<file path="src/source/decode_pkg.sv">
`default_nettype none

package decode_pkg;

  ////////////////////////////////////////////////////////////
  // widths
  ////////////////////////////////////////////////////////////
  localparam int DATA_W    = 32;  // data and pc
  localparam int REG_COUNT = 32;
  localparam int REGNO_W   = 5;
  localparam int INST_W    = 32;

  ////////////////////////////////////////////////////////////
  // opcodes and sub-codes
  ////////////////////////////////////////////////////////////
  localparam logic [6:0] OPC_OP     = 7'b0110011;
  localparam logic [6:0] OPC_OP_IMM = 7'b0010011;
  localparam logic [6:0] OPC_LUI    = 7'b0110111;
  localparam logic [6:0] OPC_AUIPC  = 7'b0010111;
  localparam logic [6:0] OPC_LOAD   = 7'b0000011;
  localparam logic [6:0] OPC_STORE  = 7'b0100011;
  localparam logic [6:0] OPC_JAL    = 7'b1101111;
  localparam logic [6:0] OPC_JALR   = 7'b1100111;
  localparam logic [6:0] OPC_BRANCH = 7'b1100011;
  localparam logic [6:0] OPC_SYSTEM = 7'b1110011;

  // alu funct3, shared by register and immediate forms
  localparam logic [2:0] F3_ADD   = 3'b000;  // also sub
  localparam logic [2:0] F3_SLL   = 3'b001;
  localparam logic [2:0] F3_SLT   = 3'b010;
  localparam logic [2:0] F3_SLTU  = 3'b011;
  localparam logic [2:0] F3_XOR   = 3'b100;
  localparam logic [2:0] F3_SR    = 3'b101;  // srl and sra
  localparam logic [2:0] F3_OR    = 3'b110;
  localparam logic [2:0] F3_AND   = 3'b111;
  localparam logic [2:0] F3_MUL   = 3'b000;

  localparam logic [2:0] F3_LW    = 3'b010;
  localparam logic [2:0] F3_SW    = 3'b010;
  localparam logic [2:0] F3_JALR  = 3'b000;

  localparam logic [2:0] F3_BEQ   = 3'b000;
  localparam logic [2:0] F3_BNE   = 3'b001;
  localparam logic [2:0] F3_BLT   = 3'b100;
  localparam logic [2:0] F3_BGE   = 3'b101;
  localparam logic [2:0] F3_BLTU  = 3'b110;
  localparam logic [2:0] F3_BGEU  = 3'b111;

  localparam logic [2:0] F3_CSRRW = 3'b001;  // csrw alias
  localparam logic [2:0] F3_CSRRS = 3'b010;  // csrr alias

  localparam logic [6:0] F7_BASE   = 7'b0000000;
  localparam logic [6:0] F7_ALT    = 7'b0100000;  // sub, sra, srai
  localparam logic [6:0] F7_MULDIV = 7'b0000001;

  ////////////////////////////////////////////////////////////
  // internal encodings
  ////////////////////////////////////////////////////////////
  typedef enum logic [5:0] {
    OP_ADD, OP_SUB, OP_AND, OP_OR, OP_XOR, OP_SLT, OP_SLTU,
    OP_SRA, OP_SRL, OP_SLL, OP_MUL,
    OP_ADDI, OP_ANDI, OP_ORI, OP_XORI, OP_SLTI, OP_SLTIU,
    OP_SRAI, OP_SRLI, OP_SLLI,
    OP_LUI, OP_AUIPC, OP_LW, OP_SW, OP_JAL, OP_JALR,
    OP_BEQ, OP_BNE, OP_BLT, OP_BGE, OP_BLTU, OP_BGEU,
    OP_CSRR, OP_CSRW,
    OP_INVALID
  } inst_op_t;

  typedef enum logic [1:0] {FMT_R, FMT_I, FMT_S, FMT_U} fmt_t;

  typedef enum logic [2:0] {IMM_NONE, IMM_I, IMM_S, IMM_B, IMM_U, IMM_J} imm_kind_t;

  // instruction word layouts, b is read through s and j through u
  typedef struct packed {
    logic [6:0]         funct7;
    logic [REGNO_W-1:0] rs2;
    logic [REGNO_W-1:0] rs1;
    logic [2:0]         funct3;
    logic [REGNO_W-1:0] rd;
    logic [6:0]         opcode;
  } r_view_t;

  typedef struct packed {
    logic [11:0]        imm;
    logic [REGNO_W-1:0] rs1;
    logic [2:0]         funct3;
    logic [REGNO_W-1:0] rd;
    logic [6:0]         opcode;
  } i_view_t;

  typedef struct packed {
    logic [6:0]         imm_hi;
    logic [REGNO_W-1:0] rs2;
    logic [REGNO_W-1:0] rs1;
    logic [2:0]         funct3;
    logic [4:0]         imm_lo;
    logic [6:0]         opcode;
  } s_view_t;

  typedef struct packed {
    logic [19:0]        imm;
    logic [REGNO_W-1:0] rd;
    logic [6:0]         opcode;
  } u_view_t;

  typedef union packed {
    r_view_t r_view;
    i_view_t i_view;
    s_view_t s_view;
    u_view_t u_view;
  } instr_t;

endpackage

`default_nettype wire
</file>
<file path="src/source/decode_stage.sv">
`timescale 1ns/1ps
`default_nettype none

module decode_stage (
  input  logic                             clk,
  input  logic                             reset,
  // from fetch
  input  logic                             fe_valid,
  input  decode_pkg::instr_t               fe_inst,
  input  logic [decode_pkg::DATA_W-1:0]    fe_pc,
  input  logic [decode_pkg::DATA_W-1:0]    fe_pc_plus,
  input  logic [decode_pkg::DATA_W-1:0]    fe_pc_next,
  output logic                             stall,
  // from write-back
  input  logic                             wb_wr_reg,
  input  logic [decode_pkg::REGNO_W-1:0]   wb_regno,
  input  logic [decode_pkg::DATA_W-1:0]    wb_value,
  // from agex
  input  logic                             agex_mispred,
  // decode latch toward execute
  output logic                             de_valid,
  output logic [decode_pkg::DATA_W-1:0]    de_pc,
  output logic [decode_pkg::DATA_W-1:0]    de_pc_plus,
  output logic [decode_pkg::DATA_W-1:0]    de_pc_next,
  output decode_pkg::inst_op_t             de_op,
  output logic [decode_pkg::DATA_W-1:0]    de_rs1_val,
  output logic [decode_pkg::DATA_W-1:0]    de_rs2_val,
  output logic [decode_pkg::DATA_W-1:0]    de_imm,
  output logic                             de_is_br,
  output logic                             de_is_jmp,
  output logic                             de_rd_mem,
  output logic                             de_wr_mem,
  output logic                             de_wr_reg,
  output logic [decode_pkg::REGNO_W-1:0]   de_rd
);
  import decode_pkg::*;

  inst_op_t           dec_op;
  imm_kind_t          dec_imm_kind;
  logic [REGNO_W-1:0] dec_rs1, dec_rs2, dec_rd;
  logic               dec_use_rs1, dec_use_rs2;
  logic               dec_is_br, dec_is_jmp, dec_rd_mem, dec_wr_mem, dec_wr_reg;
  logic [DATA_W-1:0]  dec_imm;
  logic [DATA_W-1:0]  rs1_val, rs2_val;
  logic               hazard;
  logic               accept;  // instruction moves into the latch at this edge

  instr_decoder i_instr_decoder (
    .inst(fe_inst), .op(dec_op), .imm_kind(dec_imm_kind),
    .rs1(dec_rs1), .rs2(dec_rs2), .rd(dec_rd),
    .use_rs1(dec_use_rs1), .use_rs2(dec_use_rs2),
    .is_br(dec_is_br), .is_jmp(dec_is_jmp),
    .rd_mem(dec_rd_mem), .wr_mem(dec_wr_mem), .wr_reg(dec_wr_reg)
  );

  imm_gen i_imm_gen (.inst(fe_inst), .imm_kind(dec_imm_kind), .imm(dec_imm));

  reg_file i_reg_file (
    .clk(clk), .reset(reset), .rs1(dec_rs1), .rs2(dec_rs2),
    .wr_en(wb_wr_reg), .wr_regno(wb_regno), .wr_value(wb_value),
    .rs1_val(rs1_val), .rs2_val(rs2_val)
  );

  scoreboard i_scoreboard (
    .clk(clk), .reset(reset), .rs1(dec_rs1), .rs2(dec_rs2),
    .use_rs1(dec_use_rs1), .use_rs2(dec_use_rs2), .check(fe_valid),
    .issue(accept && dec_wr_reg), .issue_rd(dec_rd),
    .wb_wr_reg(wb_wr_reg), .wb_regno(wb_regno), .hazard(hazard)
  );

  assign stall  = hazard || agex_mispred;  // hazard is already gated by fe_valid
  assign accept = fe_valid && !stall;

  ////////////////////////////////////////////////////////////
  // decode latch
  ////////////////////////////////////////////////////////////
  always_ff @(posedge clk or posedge reset) begin
    if (reset) begin
      de_valid  <= 1'b0;
      de_is_br  <= 1'b0;
      de_is_jmp <= 1'b0;
      de_rd_mem <= 1'b0;
      de_wr_mem <= 1'b0;
      de_wr_reg <= 1'b0;
    end else begin
      de_valid  <= accept;
      de_is_br  <= accept && dec_is_br;
      de_is_jmp <= accept && dec_is_jmp;
      de_rd_mem <= accept && dec_rd_mem;
      de_wr_mem <= accept && dec_wr_mem;
      de_wr_reg <= accept && dec_wr_reg;
    end
  end

  // payload follows the valid bit, zeroed in a bubble
  always_ff @(posedge clk) begin
    de_pc      <= accept ? fe_pc      : '0;
    de_pc_plus <= accept ? fe_pc_plus : '0;
    de_pc_next <= accept ? fe_pc_next : '0;
    de_op      <= accept ? dec_op     : inst_op_t'('0);
    de_rs1_val <= accept ? rs1_val    : '0;
    de_rs2_val <= accept ? rs2_val    : '0;
    de_imm     <= accept ? dec_imm    : '0;
    de_rd      <= accept ? dec_rd     : '0;
  end

  a_stall_bubble: assert property (
    @(posedge clk) disable iff (reset) stall |=> !de_valid
  ) else $error("instruction passed decode during a stall");

endmodule

`default_nettype wire

</file>
<file path="src/source/scoreboard.sv">
`timescale 1ns/1ps
`default_nettype none

module scoreboard (
  input  logic                             clk,
  input  logic                             reset,
  input  logic [decode_pkg::REGNO_W-1:0]   rs1,
  input  logic [decode_pkg::REGNO_W-1:0]   rs2,
  input  logic                             use_rs1,
  input  logic                             use_rs2,
  input  logic                             check,     // valid instruction in decode
  input  logic                             issue,     // accepted, writes a register
  input  logic [decode_pkg::REGNO_W-1:0]   issue_rd,
  input  logic                             wb_wr_reg,
  input  logic [decode_pkg::REGNO_W-1:0]   wb_regno,
  output logic                             hazard
);
  import decode_pkg::*;

  logic [REG_COUNT-1:0] busy;  // one bit per pending write

  ////////////////////////////////////////////////////////////
  // busy bits
  ////////////////////////////////////////////////////////////
  always_ff @(posedge clk or posedge reset) begin
    if (reset) begin
      busy <= '0;
    end else begin
      if (wb_wr_reg) busy[wb_regno] <= 1'b0;
      // set is applied last so a same-cycle set on that register wins
      if (issue)     busy[issue_rd] <= 1'b1;
    end
  end

  assign hazard = check && ((use_rs1 && busy[rs1]) || (use_rs2 && busy[rs2]));

  // the decoder never issues a write to x0
  a_x0_never_busy: assert property (
    @(posedge clk) disable iff (reset) !busy[0]
  ) else $error("register 0 marked busy");

endmodule

`default_nettype wire

</file>
<file path="src/source/reg_file.sv">
`timescale 1ns/1ps
`default_nettype none

module reg_file (
  input  logic                             clk,
  input  logic                             reset,
  input  logic [decode_pkg::REGNO_W-1:0]   rs1,
  input  logic [decode_pkg::REGNO_W-1:0]   rs2,
  input  logic                             wr_en,
  input  logic [decode_pkg::REGNO_W-1:0]   wr_regno,
  input  logic [decode_pkg::DATA_W-1:0]    wr_value,
  output logic [decode_pkg::DATA_W-1:0]    rs1_val,
  output logic [decode_pkg::DATA_W-1:0]    rs2_val
);
  import decode_pkg::*;

  logic [DATA_W-1:0] regs [REG_COUNT];

  always_ff @(posedge clk or posedge reset) begin
    if (reset) begin
      for (int i = 0; i < REG_COUNT; i++) regs[i] <= '0;
    end else if (wr_en && wr_regno != '0) begin
      regs[wr_regno] <= wr_value;
    end
  end

  // x0 pinned, then write-through of the value landing at this edge
  assign rs1_val = (rs1 == '0)                   ? '0       :
                   (wr_en && wr_regno == rs1)     ? wr_value : regs[rs1];
  assign rs2_val = (rs2 == '0)                   ? '0       :
                   (wr_en && wr_regno == rs2)     ? wr_value : regs[rs2];

endmodule

`default_nettype wire

</file>
<file path="src/source/imm_gen.sv">
`timescale 1ns/1ps
`default_nettype none

module imm_gen (
  input  decode_pkg::instr_t              inst,
  input  decode_pkg::imm_kind_t           imm_kind,
  output logic [decode_pkg::DATA_W-1:0]   imm
);
  import decode_pkg::*;

  logic sign;  // every layout keeps its sign in the top bit

  assign sign = inst[INST_W-1];

  always_comb begin
    case (imm_kind)
      IMM_I: imm = {{20{sign}}, inst.i_view.imm};
      IMM_S: imm = {{20{sign}}, inst.s_view.imm_hi, inst.s_view.imm_lo};
      // b: imm[12|10:5] in imm_hi, imm[4:1|11] in imm_lo
      IMM_B: imm = {{19{sign}},
                    inst.s_view.imm_hi[6],
                    inst.s_view.imm_lo[0],
                    inst.s_view.imm_hi[5:0],
                    inst.s_view.imm_lo[4:1],
                    1'b0};
      IMM_U: imm = {inst.u_view.imm, 12'b0};
      // j: imm[20|10:1|11|19:12] in the upper 20 bits
      IMM_J: imm = {{11{sign}},
                    inst.u_view.imm[19],
                    inst.u_view.imm[7:0],
                    inst.u_view.imm[8],
                    inst.u_view.imm[18:9],
                    1'b0};
      default: imm = '0;  // r type and invalid words
    endcase
  end

endmodule

`default_nettype wire

</file>
<file path="src/source/instr_decoder.sv">
`timescale 1ns/1ps
`default_nettype none

module instr_decoder (
  input  decode_pkg::instr_t                inst,
  output decode_pkg::inst_op_t              op,
  output decode_pkg::imm_kind_t             imm_kind,
  output logic [decode_pkg::REGNO_W-1:0]    rs1,
  output logic [decode_pkg::REGNO_W-1:0]    rs2,
  output logic [decode_pkg::REGNO_W-1:0]    rd,
  output logic                              use_rs1,
  output logic                              use_rs2,
  output logic                              is_br,
  output logic                              is_jmp,
  output logic                              rd_mem,
  output logic                              wr_mem,
  output logic                              wr_reg
);
  import decode_pkg::*;

  fmt_t fmt;
  logic writes_rd;   // op has a destination register
  logic known_op;

  // register fields sit at the same place in every layout that has them
  assign rs1 = inst.r_view.rs1;
  assign rs2 = inst.r_view.rs2;
  assign rd  = inst.r_view.rd;

  ////////////////////////////////////////////////////////////
  // opcode match
  ////////////////////////////////////////////////////////////
  always_comb begin
    op       = OP_INVALID;
    fmt      = FMT_R;
    imm_kind = IMM_NONE;
    case (inst.r_view.opcode)
      OPC_OP: begin
        case ({inst.r_view.funct7, inst.r_view.funct3})
          {F7_BASE, F3_ADD}:    op = OP_ADD;
          {F7_ALT, F3_ADD}:     op = OP_SUB;
          {F7_BASE, F3_AND}:    op = OP_AND;
          {F7_BASE, F3_OR}:     op = OP_OR;
          {F7_BASE, F3_XOR}:    op = OP_XOR;
          {F7_BASE, F3_SLT}:    op = OP_SLT;
          {F7_BASE, F3_SLTU}:   op = OP_SLTU;
          {F7_ALT, F3_SR}:      op = OP_SRA;
          {F7_BASE, F3_SR}:     op = OP_SRL;
          {F7_BASE, F3_SLL}:    op = OP_SLL;
          {F7_MULDIV, F3_MUL}:  op = OP_MUL;
          default:              op = OP_INVALID;
        endcase
      end
      OPC_OP_IMM: begin
        fmt      = FMT_I;
        imm_kind = IMM_I;
        case (inst.i_view.funct3)
          F3_ADD:  op = OP_ADDI;
          F3_AND:  op = OP_ANDI;
          F3_OR:   op = OP_ORI;
          F3_XOR:  op = OP_XORI;
          F3_SLT:  op = OP_SLTI;
          F3_SLTU: op = OP_SLTIU;
          F3_SLL:  op = (inst.r_view.funct7 == F7_BASE) ? OP_SLLI : OP_INVALID;
          default: begin  // shift right with funct7 picking the kind
            if (inst.r_view.funct7 == F7_BASE)
              op = OP_SRLI;
            else if (inst.r_view.funct7 == F7_ALT)
              op = OP_SRAI;
          end
        endcase
      end
      OPC_LUI, OPC_AUIPC: begin
        fmt      = FMT_U;
        imm_kind = IMM_U;
        op       = (inst.u_view.opcode == OPC_LUI) ? OP_LUI : OP_AUIPC;
      end
      OPC_LOAD: begin
        fmt      = FMT_I;
        imm_kind = IMM_I;
        if (inst.i_view.funct3 == F3_LW) op = OP_LW;
      end
      OPC_STORE: begin
        fmt      = FMT_S;
        imm_kind = IMM_S;
        if (inst.s_view.funct3 == F3_SW) op = OP_SW;
      end
      OPC_JAL: begin
        fmt      = FMT_U;
        imm_kind = IMM_J;
        op       = OP_JAL;
      end
      OPC_JALR: begin
        fmt      = FMT_I;
        imm_kind = IMM_I;
        if (inst.i_view.funct3 == F3_JALR) op = OP_JALR;
      end
      OPC_BRANCH: begin
        fmt      = FMT_S;
        imm_kind = IMM_B;
        case (inst.s_view.funct3)
          F3_BEQ:  op = OP_BEQ;
          F3_BNE:  op = OP_BNE;
          F3_BLT:  op = OP_BLT;
          F3_BGE:  op = OP_BGE;
          F3_BLTU: op = OP_BLTU;
          F3_BGEU: op = OP_BGEU;
          default: op = OP_INVALID;
        endcase
      end
      OPC_SYSTEM: begin
        fmt      = FMT_I;
        imm_kind = IMM_I;  // csr number
        if (inst.i_view.funct3 == F3_CSRRS)
          op = OP_CSRR;
        else if (inst.i_view.funct3 == F3_CSRRW)
          op = OP_CSRW;
      end
      default: op = OP_INVALID;
    endcase
    if (op == OP_INVALID) imm_kind = IMM_NONE;
  end

  ////////////////////////////////////////////////////////////
  // operand use and control flags
  ////////////////////////////////////////////////////////////
  assign known_op = (op != OP_INVALID);
  assign use_rs1  = known_op && (fmt != FMT_U);
  assign use_rs2  = known_op && (fmt == FMT_R || fmt == FMT_S);

  assign is_br  = op inside {OP_BEQ, OP_BNE, OP_BLT, OP_BGE, OP_BLTU, OP_BGEU};
  assign is_jmp = op inside {OP_JAL, OP_JALR};
  assign rd_mem = (op == OP_LW);
  assign wr_mem = (op == OP_SW);

  assign writes_rd = op inside {OP_ADD, OP_SUB, OP_AND, OP_OR, OP_XOR, OP_SLT, OP_SLTU,
                                OP_SRA, OP_SRL, OP_SLL, OP_MUL, OP_ADDI, OP_ANDI, OP_ORI,
                                OP_XORI, OP_SLTI, OP_SLTIU, OP_SRAI, OP_SRLI, OP_SLLI,
                                OP_LUI, OP_AUIPC, OP_LW, OP_JAL, OP_JALR, OP_CSRR};
  assign wr_reg = writes_rd && (rd != '0);  // x0 never becomes a destination

endmodule

`default_nettype wire

</file>
<file path="config.mk">
export PLATFORM = sky130hd
export DESIGN_NAME = decode_stage
export DESIGN_NICKNAME = d
export VERILOG_FILES = /design/src/source/decode_pkg.sv /design/src/source/decode_stage.sv /design/src/source/scoreboard.sv /design/src/source/reg_file.sv /design/src/source/imm_gen.sv /design/src/source/instr_decoder.sv
export SDC_FILE = /design/constraint.sdc
export NUM_CORES = 2
export LEC_CHECK = 0
export ABC_AREA = 1
export ABC_CLOCK_PERIOD_IN_PS = 45100
export BUFFER_PORTS_ARGS = -buffer_cell sky130_fd_sc_hd__buf_2
export CAP_MARGIN = 20
export CORE_AREA = 10 10 538 540
export CTS_CLUSTER_SIZE = 8
export DETAILED_ROUTE_END_ITERATION = 16
export DIE_AREA = 0 0 548 550
export SYNTH_ARGS = -nofsm -noshare
export SYNTH_HDL_FRONTEND = slang
export SYNTH_HIERARCHICAL = 1
export SYNTH_SLANG_ARGS = --single-unit
export TNS_END_PERCENT = 100
</file>
<file path="constraint.sdc">
create_clock -name clk -period 45.1 [get_ports clk]
set_input_delay 6.765 -clock clk [delete_from_list [all_inputs] [get_ports clk]]
set_output_delay 6.765 -clock clk [all_outputs]
set_load 0.02 [all_outputs]
</file>
Word level (Yosys, flattened, before mapping):

Index checks and enable logic that the tools add are counted.

* register bits after elaboration: 1265
* input port bits: 170
* output and inout port bits: 210
* logic and storage cells: 213

* order comparisons: 10
* equality and inequality tests: 71
* mux-type cells: 38
* bitwise gates (word level): 7
* reductions and logical operators: 40

Operators by type and width (number)
* bitwise mux 1024 bit: 1
* binary-select mux 32 bit (select 5 bit): 2
* 2-to-1 mux 32 bit: 9
* demux 32 bit (select 5 bit): 1
* one-hot mux 32 bit (5 select lines): 1
* equality test 6 x 5 -> 1 bit (second input constant): 16
* one-hot mux 6 bit (11 select lines): 1
* one-hot mux 6 bit (9 select lines): 1
* equality test 6 x 4 -> 1 bit (second input constant): 8
* 2-to-1 mux 6 bit: 7
* one-hot mux 6 bit (7 select lines): 1
* equality test 10 x 3 -> 1 bit (second input constant): 4
* one-hot mux 6 bit (6 select lines): 1
* AND 32 bit: 1
* inverter 32 bit: 1
* bitwise OR 32 bit: 1
* equality test 7 x 6 -> 1 bit (second input constant): 4
* equality test 7 bit (second input constant): 4
* nonzero test 26 bit: 1
* equality test 6 x 3 -> 1 bit (second input constant): 4
* less-than comparator 5 x 6 -> 1 bit (second input constant): 4
* equality test 10 x 2 -> 1 bit (second input constant): 2
* equality test 10 x 9 -> 1 bit (second input constant): 2
* equality test 3 bit (second input constant): 6
* 40 further kinds: 83

Depth between registers and ports, before layout:

* depth in word-level cells: 15
* gate-level depth with buffers: 24
* gate-level depth less buffers: 22

Modules after synthesis:

The synthesis kept the hierarchy.

By module, submodules not included
* reg_file: instances 1, cells an instance 8836, area an instance 59373.2 um2
* decode_stage: instances 1, cells an instance 653, area an instance 6291.0 um2
* scoreboard: instances 1, cells an instance 284, area an instance 2059.5 um2
* instr_decoder: instances 1, cells an instance 256, area an instance 1134.8 um2
* imm_gen: instances 1, cells an instance 92, area an instance 455.4 um2

Least setup slack after synthesis:

Ideal clock, no wire load.

* kind: input -> output
* from: input port fe_inst[5] in the netlist's numbering
* to: output port stall
* arrival: 8.269 ns
* data required time: 38.335 ns
* slack: 30.066 ns
* cell stages on the path: 17
* path buffers: 1
* cell sequence: buf_4 > nand2_1 > nor2_2 > nand2_1 > nand2_1 > nor2_1 > nand2_1 > nand3_1 > nor2_2 > nor2_2 > nand2_2 > nand3_1 > inv_1 > nand3_2 > a21oi_2 > nor2_2 > inv_1

RTL lines
* from (decl): line decode_stage.sv:9 `input decode_pkg::instr_t fe_inst,`
* equality test 7 x 6 -> 1 bit, or another cell as far along: line instr_decoder.sv:37, instr_decoder.sv:76
* 2-to-1 mux 1 bit, or another cell as far along: line instr_decoder.sv:76 `op = (inst.u_view.opcode == OPC_LUI) ? OP_LUI : OP_AUIPC;`
* one-hot mux 6 bit (9 select lines) or one-hot mux 2 bit (3 select lines) (tied branches): line instr_decoder.sv:37 `case (inst.r_view.opcode)`
* != test 6 bit or != test 2 bit (tied branches): line instr_decoder.sv:127, instr_decoder.sv:128
* logical AND 1 bit (*): line instr_decoder.sv:128 `assign use_rs1 = known_op && (fmt != FMT_U);`
* net dec_use_rs1: line decode_stage.sv:41 `logic dec_use_rs1, dec_use_rs2;`
* logical AND 1 bit (*): line scoreboard.sv:35 `assign hazard = check && ((use_rs1 && busy[rs1]) || (use_rs2 && busy[rs2]));`
* logical OR 1 bit (*): line scoreboard.sv:35
* logical AND 1 bit (*): line scoreboard.sv:35
* net hazard: line decode_stage.sv:45 `logic hazard;`
* logical OR 1 bit (*): line decode_stage.sv:71 `assign stall = hazard || agex_mispred;`
* to (decl): line decode_stage.sv:13 `output logic stall,`

The timed path passes the listed nets; every way through them passes the cells marked *.

Final worst setup path:

* from: input port fe_inst[17] in the netlist's numbering
* to: output port stall

* longest elaborated chain between the ends: 6

Ends and longest elaborated chain (line)
* binary-select mux 1 bit (select 5 bit): scoreboard.sv:35
* 2-to-1 mux 1 bit (implied by the code): scoreboard.sv:35
* logical AND 1 bit: scoreboard.sv:35
* logical OR 1 bit: scoreboard.sv:35
* logical AND 1 bit: scoreboard.sv:35
* net hazard: decode_stage.sv:45
* logical OR 1 bit: decode_stage.sv:71

The timed path passes the listed nets, and every way through them passes these cells. The select of a mux whose other input is x is not followed.

==> flow_summary.ini <==
[global_route]
overflow = 0
antenna_found_initial = 34
grt_pass1_vias = 63800
gr-usage-all-layers = 0.186
grt_start_max_net_pins = 181
grt_pass1_wl_mm = 432

[clock_network]
htreeDepth = 4
clk_latency_ns = 0.83
ctsResizeCount = 0
clk_pin_slew_worst_paths_ns = 0.05
cts_buffers = 176
cts_tree = built
cts_buffer_depth = 3
post_cts_buffers = 0
cts_root_buffer = clkbuf_16
hold_buffers = 0
cts.sinks = 1265

[logic_synthesis]
synth.distinct_cells = 36
syn_area_um2 = 69300
synthCells = 10100
yosysTopAreaCell = dfrtp_1
synth_top_family_by_area = simple AND/OR/NAND/NOR gates
async_flop_share = 0.840
synth_area_leaders = dfrtp_1 (38%), nand2_1 (16%), nand3_1 (11%)
synth-simple-area-share = 0.318
yosysTopAreaCellShare = 0.383
muxShareOfSynthArea = 0
synth_common_cells = nand2_1 (3032), nand3_1 (1527), inv_1 (1229), o21ai_0 (1196), dfrtp_1 (1062)
synth_adder_area_share = 0
ys_ff_latch = 1265
synth_compound_area_frac = 0.124
synthXorXnorAreaFrac = 0
synth.most_common_cell = nand2_1
synth_top_flop_cell = dfrtp_1
synth-edff-count = 0
yosysWarnings = 6
seq_area_frac_synth = 0.442
syn_nets = 10300
syn_area_per_cell_um2 = 6.85

[hold_path]
min_path_cells = 0
worst_hold_path.endpoint = i_reg_file/regs[993]
hold_class = register to register
min_from = i_reg_file/regs[993]

[pwr]
p_leak_nw = 39.0
p_seq_frac = 0.428
power_density_nw_per_um2 = 42.0
p_clk_frac = 0.376
swShare = 0.318
p_comb_frac = 0.196
peakVddDrop_mv = 0.0469
p_int_mw = 2.26
p_switching_mw = 1.05

[critical_path]
cp_max_fo = 44
rr_worst_depth = 14
timing.rr.end = de_pc_next[17]
r2r_start = i_scoreboard/busy[13]
worstSetupStartpointType = primary input
crit_arrival_ns = 9.27
rrSetupSlack_ns = 40.36
cp.required_ns = 38.33
max_stage_delay_ns = 0.78
worstPathCellList = buf_6 -> buf_4 -> inv_1 -> nand3_1 -> nand2_1 -> a21oi_1 -> nand2_1 -> nand3_2 -> a21oi_2 -> nor2_2 -> inv_1 -> buf_2
slowest_stage = buf_4
worst_setup_path_end_kind = primary output
worstSetupPathType = primary input to primary output

[die]
dieArea_um2 = 301000
io_pins = 380
start_util = 0.249
rows = 194
die_h_um = 550
die_width_um = 548
core_um2 = 278000

[run_status]
status = finished, final reports clean

[layout]
design_area_um2 = 78800
area_delta_synth_final_pct = 13.7
largest_reg_flops = 1024
largest-register = i_reg_file/regs
drive_gt1_frac = 0.0928
nets = 10200
fillers = 30700

[sta]
relSlewSlack = 0.198
whs_ns = 0.373
rsz0062_at_grt = false
clock_skew_ns = 0.0272
fin_tns_setup_ns = 0
min_period_ns = 16.03
final-setup-viol-count = 0
max_clock_freq_ghz = 0.0624
min_period_over_period = 0.355
final-hold-violation-count = 0
tightest_slew_ns = 1.20
drv_slew = 0

[drt]
avgViaCountPerCell = 4.98
ant_nets = 0
via_count = 68700
wl_per_cell_um = 21.3
drc = 0
totalWireLength_mm = 295
drt-initial-drc-count = 8760
dr.pass1.iters = 8

[placement]
placed_cell_area_um2 = 73800
place_hpwl_mm = 169
portBuffers = 379
gp_congestion = 0.911

[flow_run]
maxCapViolCount = 0
==> power groups by stage <==
stage	clock network [mW]	registers, mW	logic, mW
after CTS	1.26	1.41	0.639
final	1.24	1.42	0.648
after global placement	0	1.43	0.626
after floorplan	0	1.42	0.462
after global routing	1.31	1.44	0.740
after detailed placement	0	1.43	0.637
==> cell families (layout without fill, tap and decap cells) <==
logic type	after synthesis	count (layout)
AOI/OAI and AO/OA	1607	1607
buffers and inverters	2055	2010
DFF	1265	1265
other	0	14
and+or+nand+nor	5194	5194
==> per-layer routing <==
metal	part of all wire	vias to the layer above	global-route usage	wire, um
met5	0.00011	-	0	33
met4	0.046	6	0.0791	13400
met3	0.10	741	0.0411	30100
met2	0.44	3756	0.294	131000
met1	0.41	32500	0.245	120000
li1	-	31700	-	-
==> cells in the final DEF, fill, tap and decap left out, types with 14 or more instances in the layout <==
cell / instances
nor2_4: 19
o21ai_0: 1196
dfrtp_1: 1062
nand2_4: 27
inv_2: 22
clkbuf_16: 184
a21oi_1: 141
nand3_1: 1525
nor2_1: 428
diode_2: 14
o211ai_1: 202
buf_2: 374
inv_1: 1224
clkbuf_1: 69
nand2_1: 3005
nor2_2: 98
or2_2: 46
o21ai_1: 57
dfxtp_1: 203
buf_4: 109
==> worst max-delay path: cells and delay by family <==
| kind | cells | cell delay (ns) |
|---|---|---|
| AO/OA/AOI/OAI | 2 | 0.18 |
| buffers and inverters | 5 | 1.60 |
| AND/OR/NAND/NOR | 5 | 0.65 |
==> worst max path at each step <==
stage,start,end,slack (ns)
finish,fe_inst[17],stall,29.07
global route,fe_inst[0],stall,28.90
CTS,fe_inst[0],stall,29.12
detailed placement,fe_inst[0],stall,29.12
global placement,fe_inst[0],stall,29.03
floorplan,reset,i_reg_file/regs[0],9.52
==> stage by stage <==
stage	setup slack [ns]	utilization	std cells	power, mW
after global placement	29.03	0.265	13500	2.06
after detailed placement	29.12	0.265	13500	2.07
final	29.07	0.283	13800	3.31
after floorplan	9.52	-	10100	1.88
after global routing	28.90	0.283	13800	3.48
after CTS	29.12	0.283	13800	3.32
==> area by class of cell <==
type	instances	area (um2)	share of cell area
clock inverters	5	51.3	0.000651
repair buffers	497	2950	0.0374
diodes	14	35.0	0.000444
inverters	1255	4770	0.0605
well taps	3724	4660	0.0591
flip-flops and latches	1265	30600	0.389
multi-input cells	6801	30900	0.392
clock buffers	253	4860	0.0617
No activity file was read; power rests on OpenSTA's default activity.
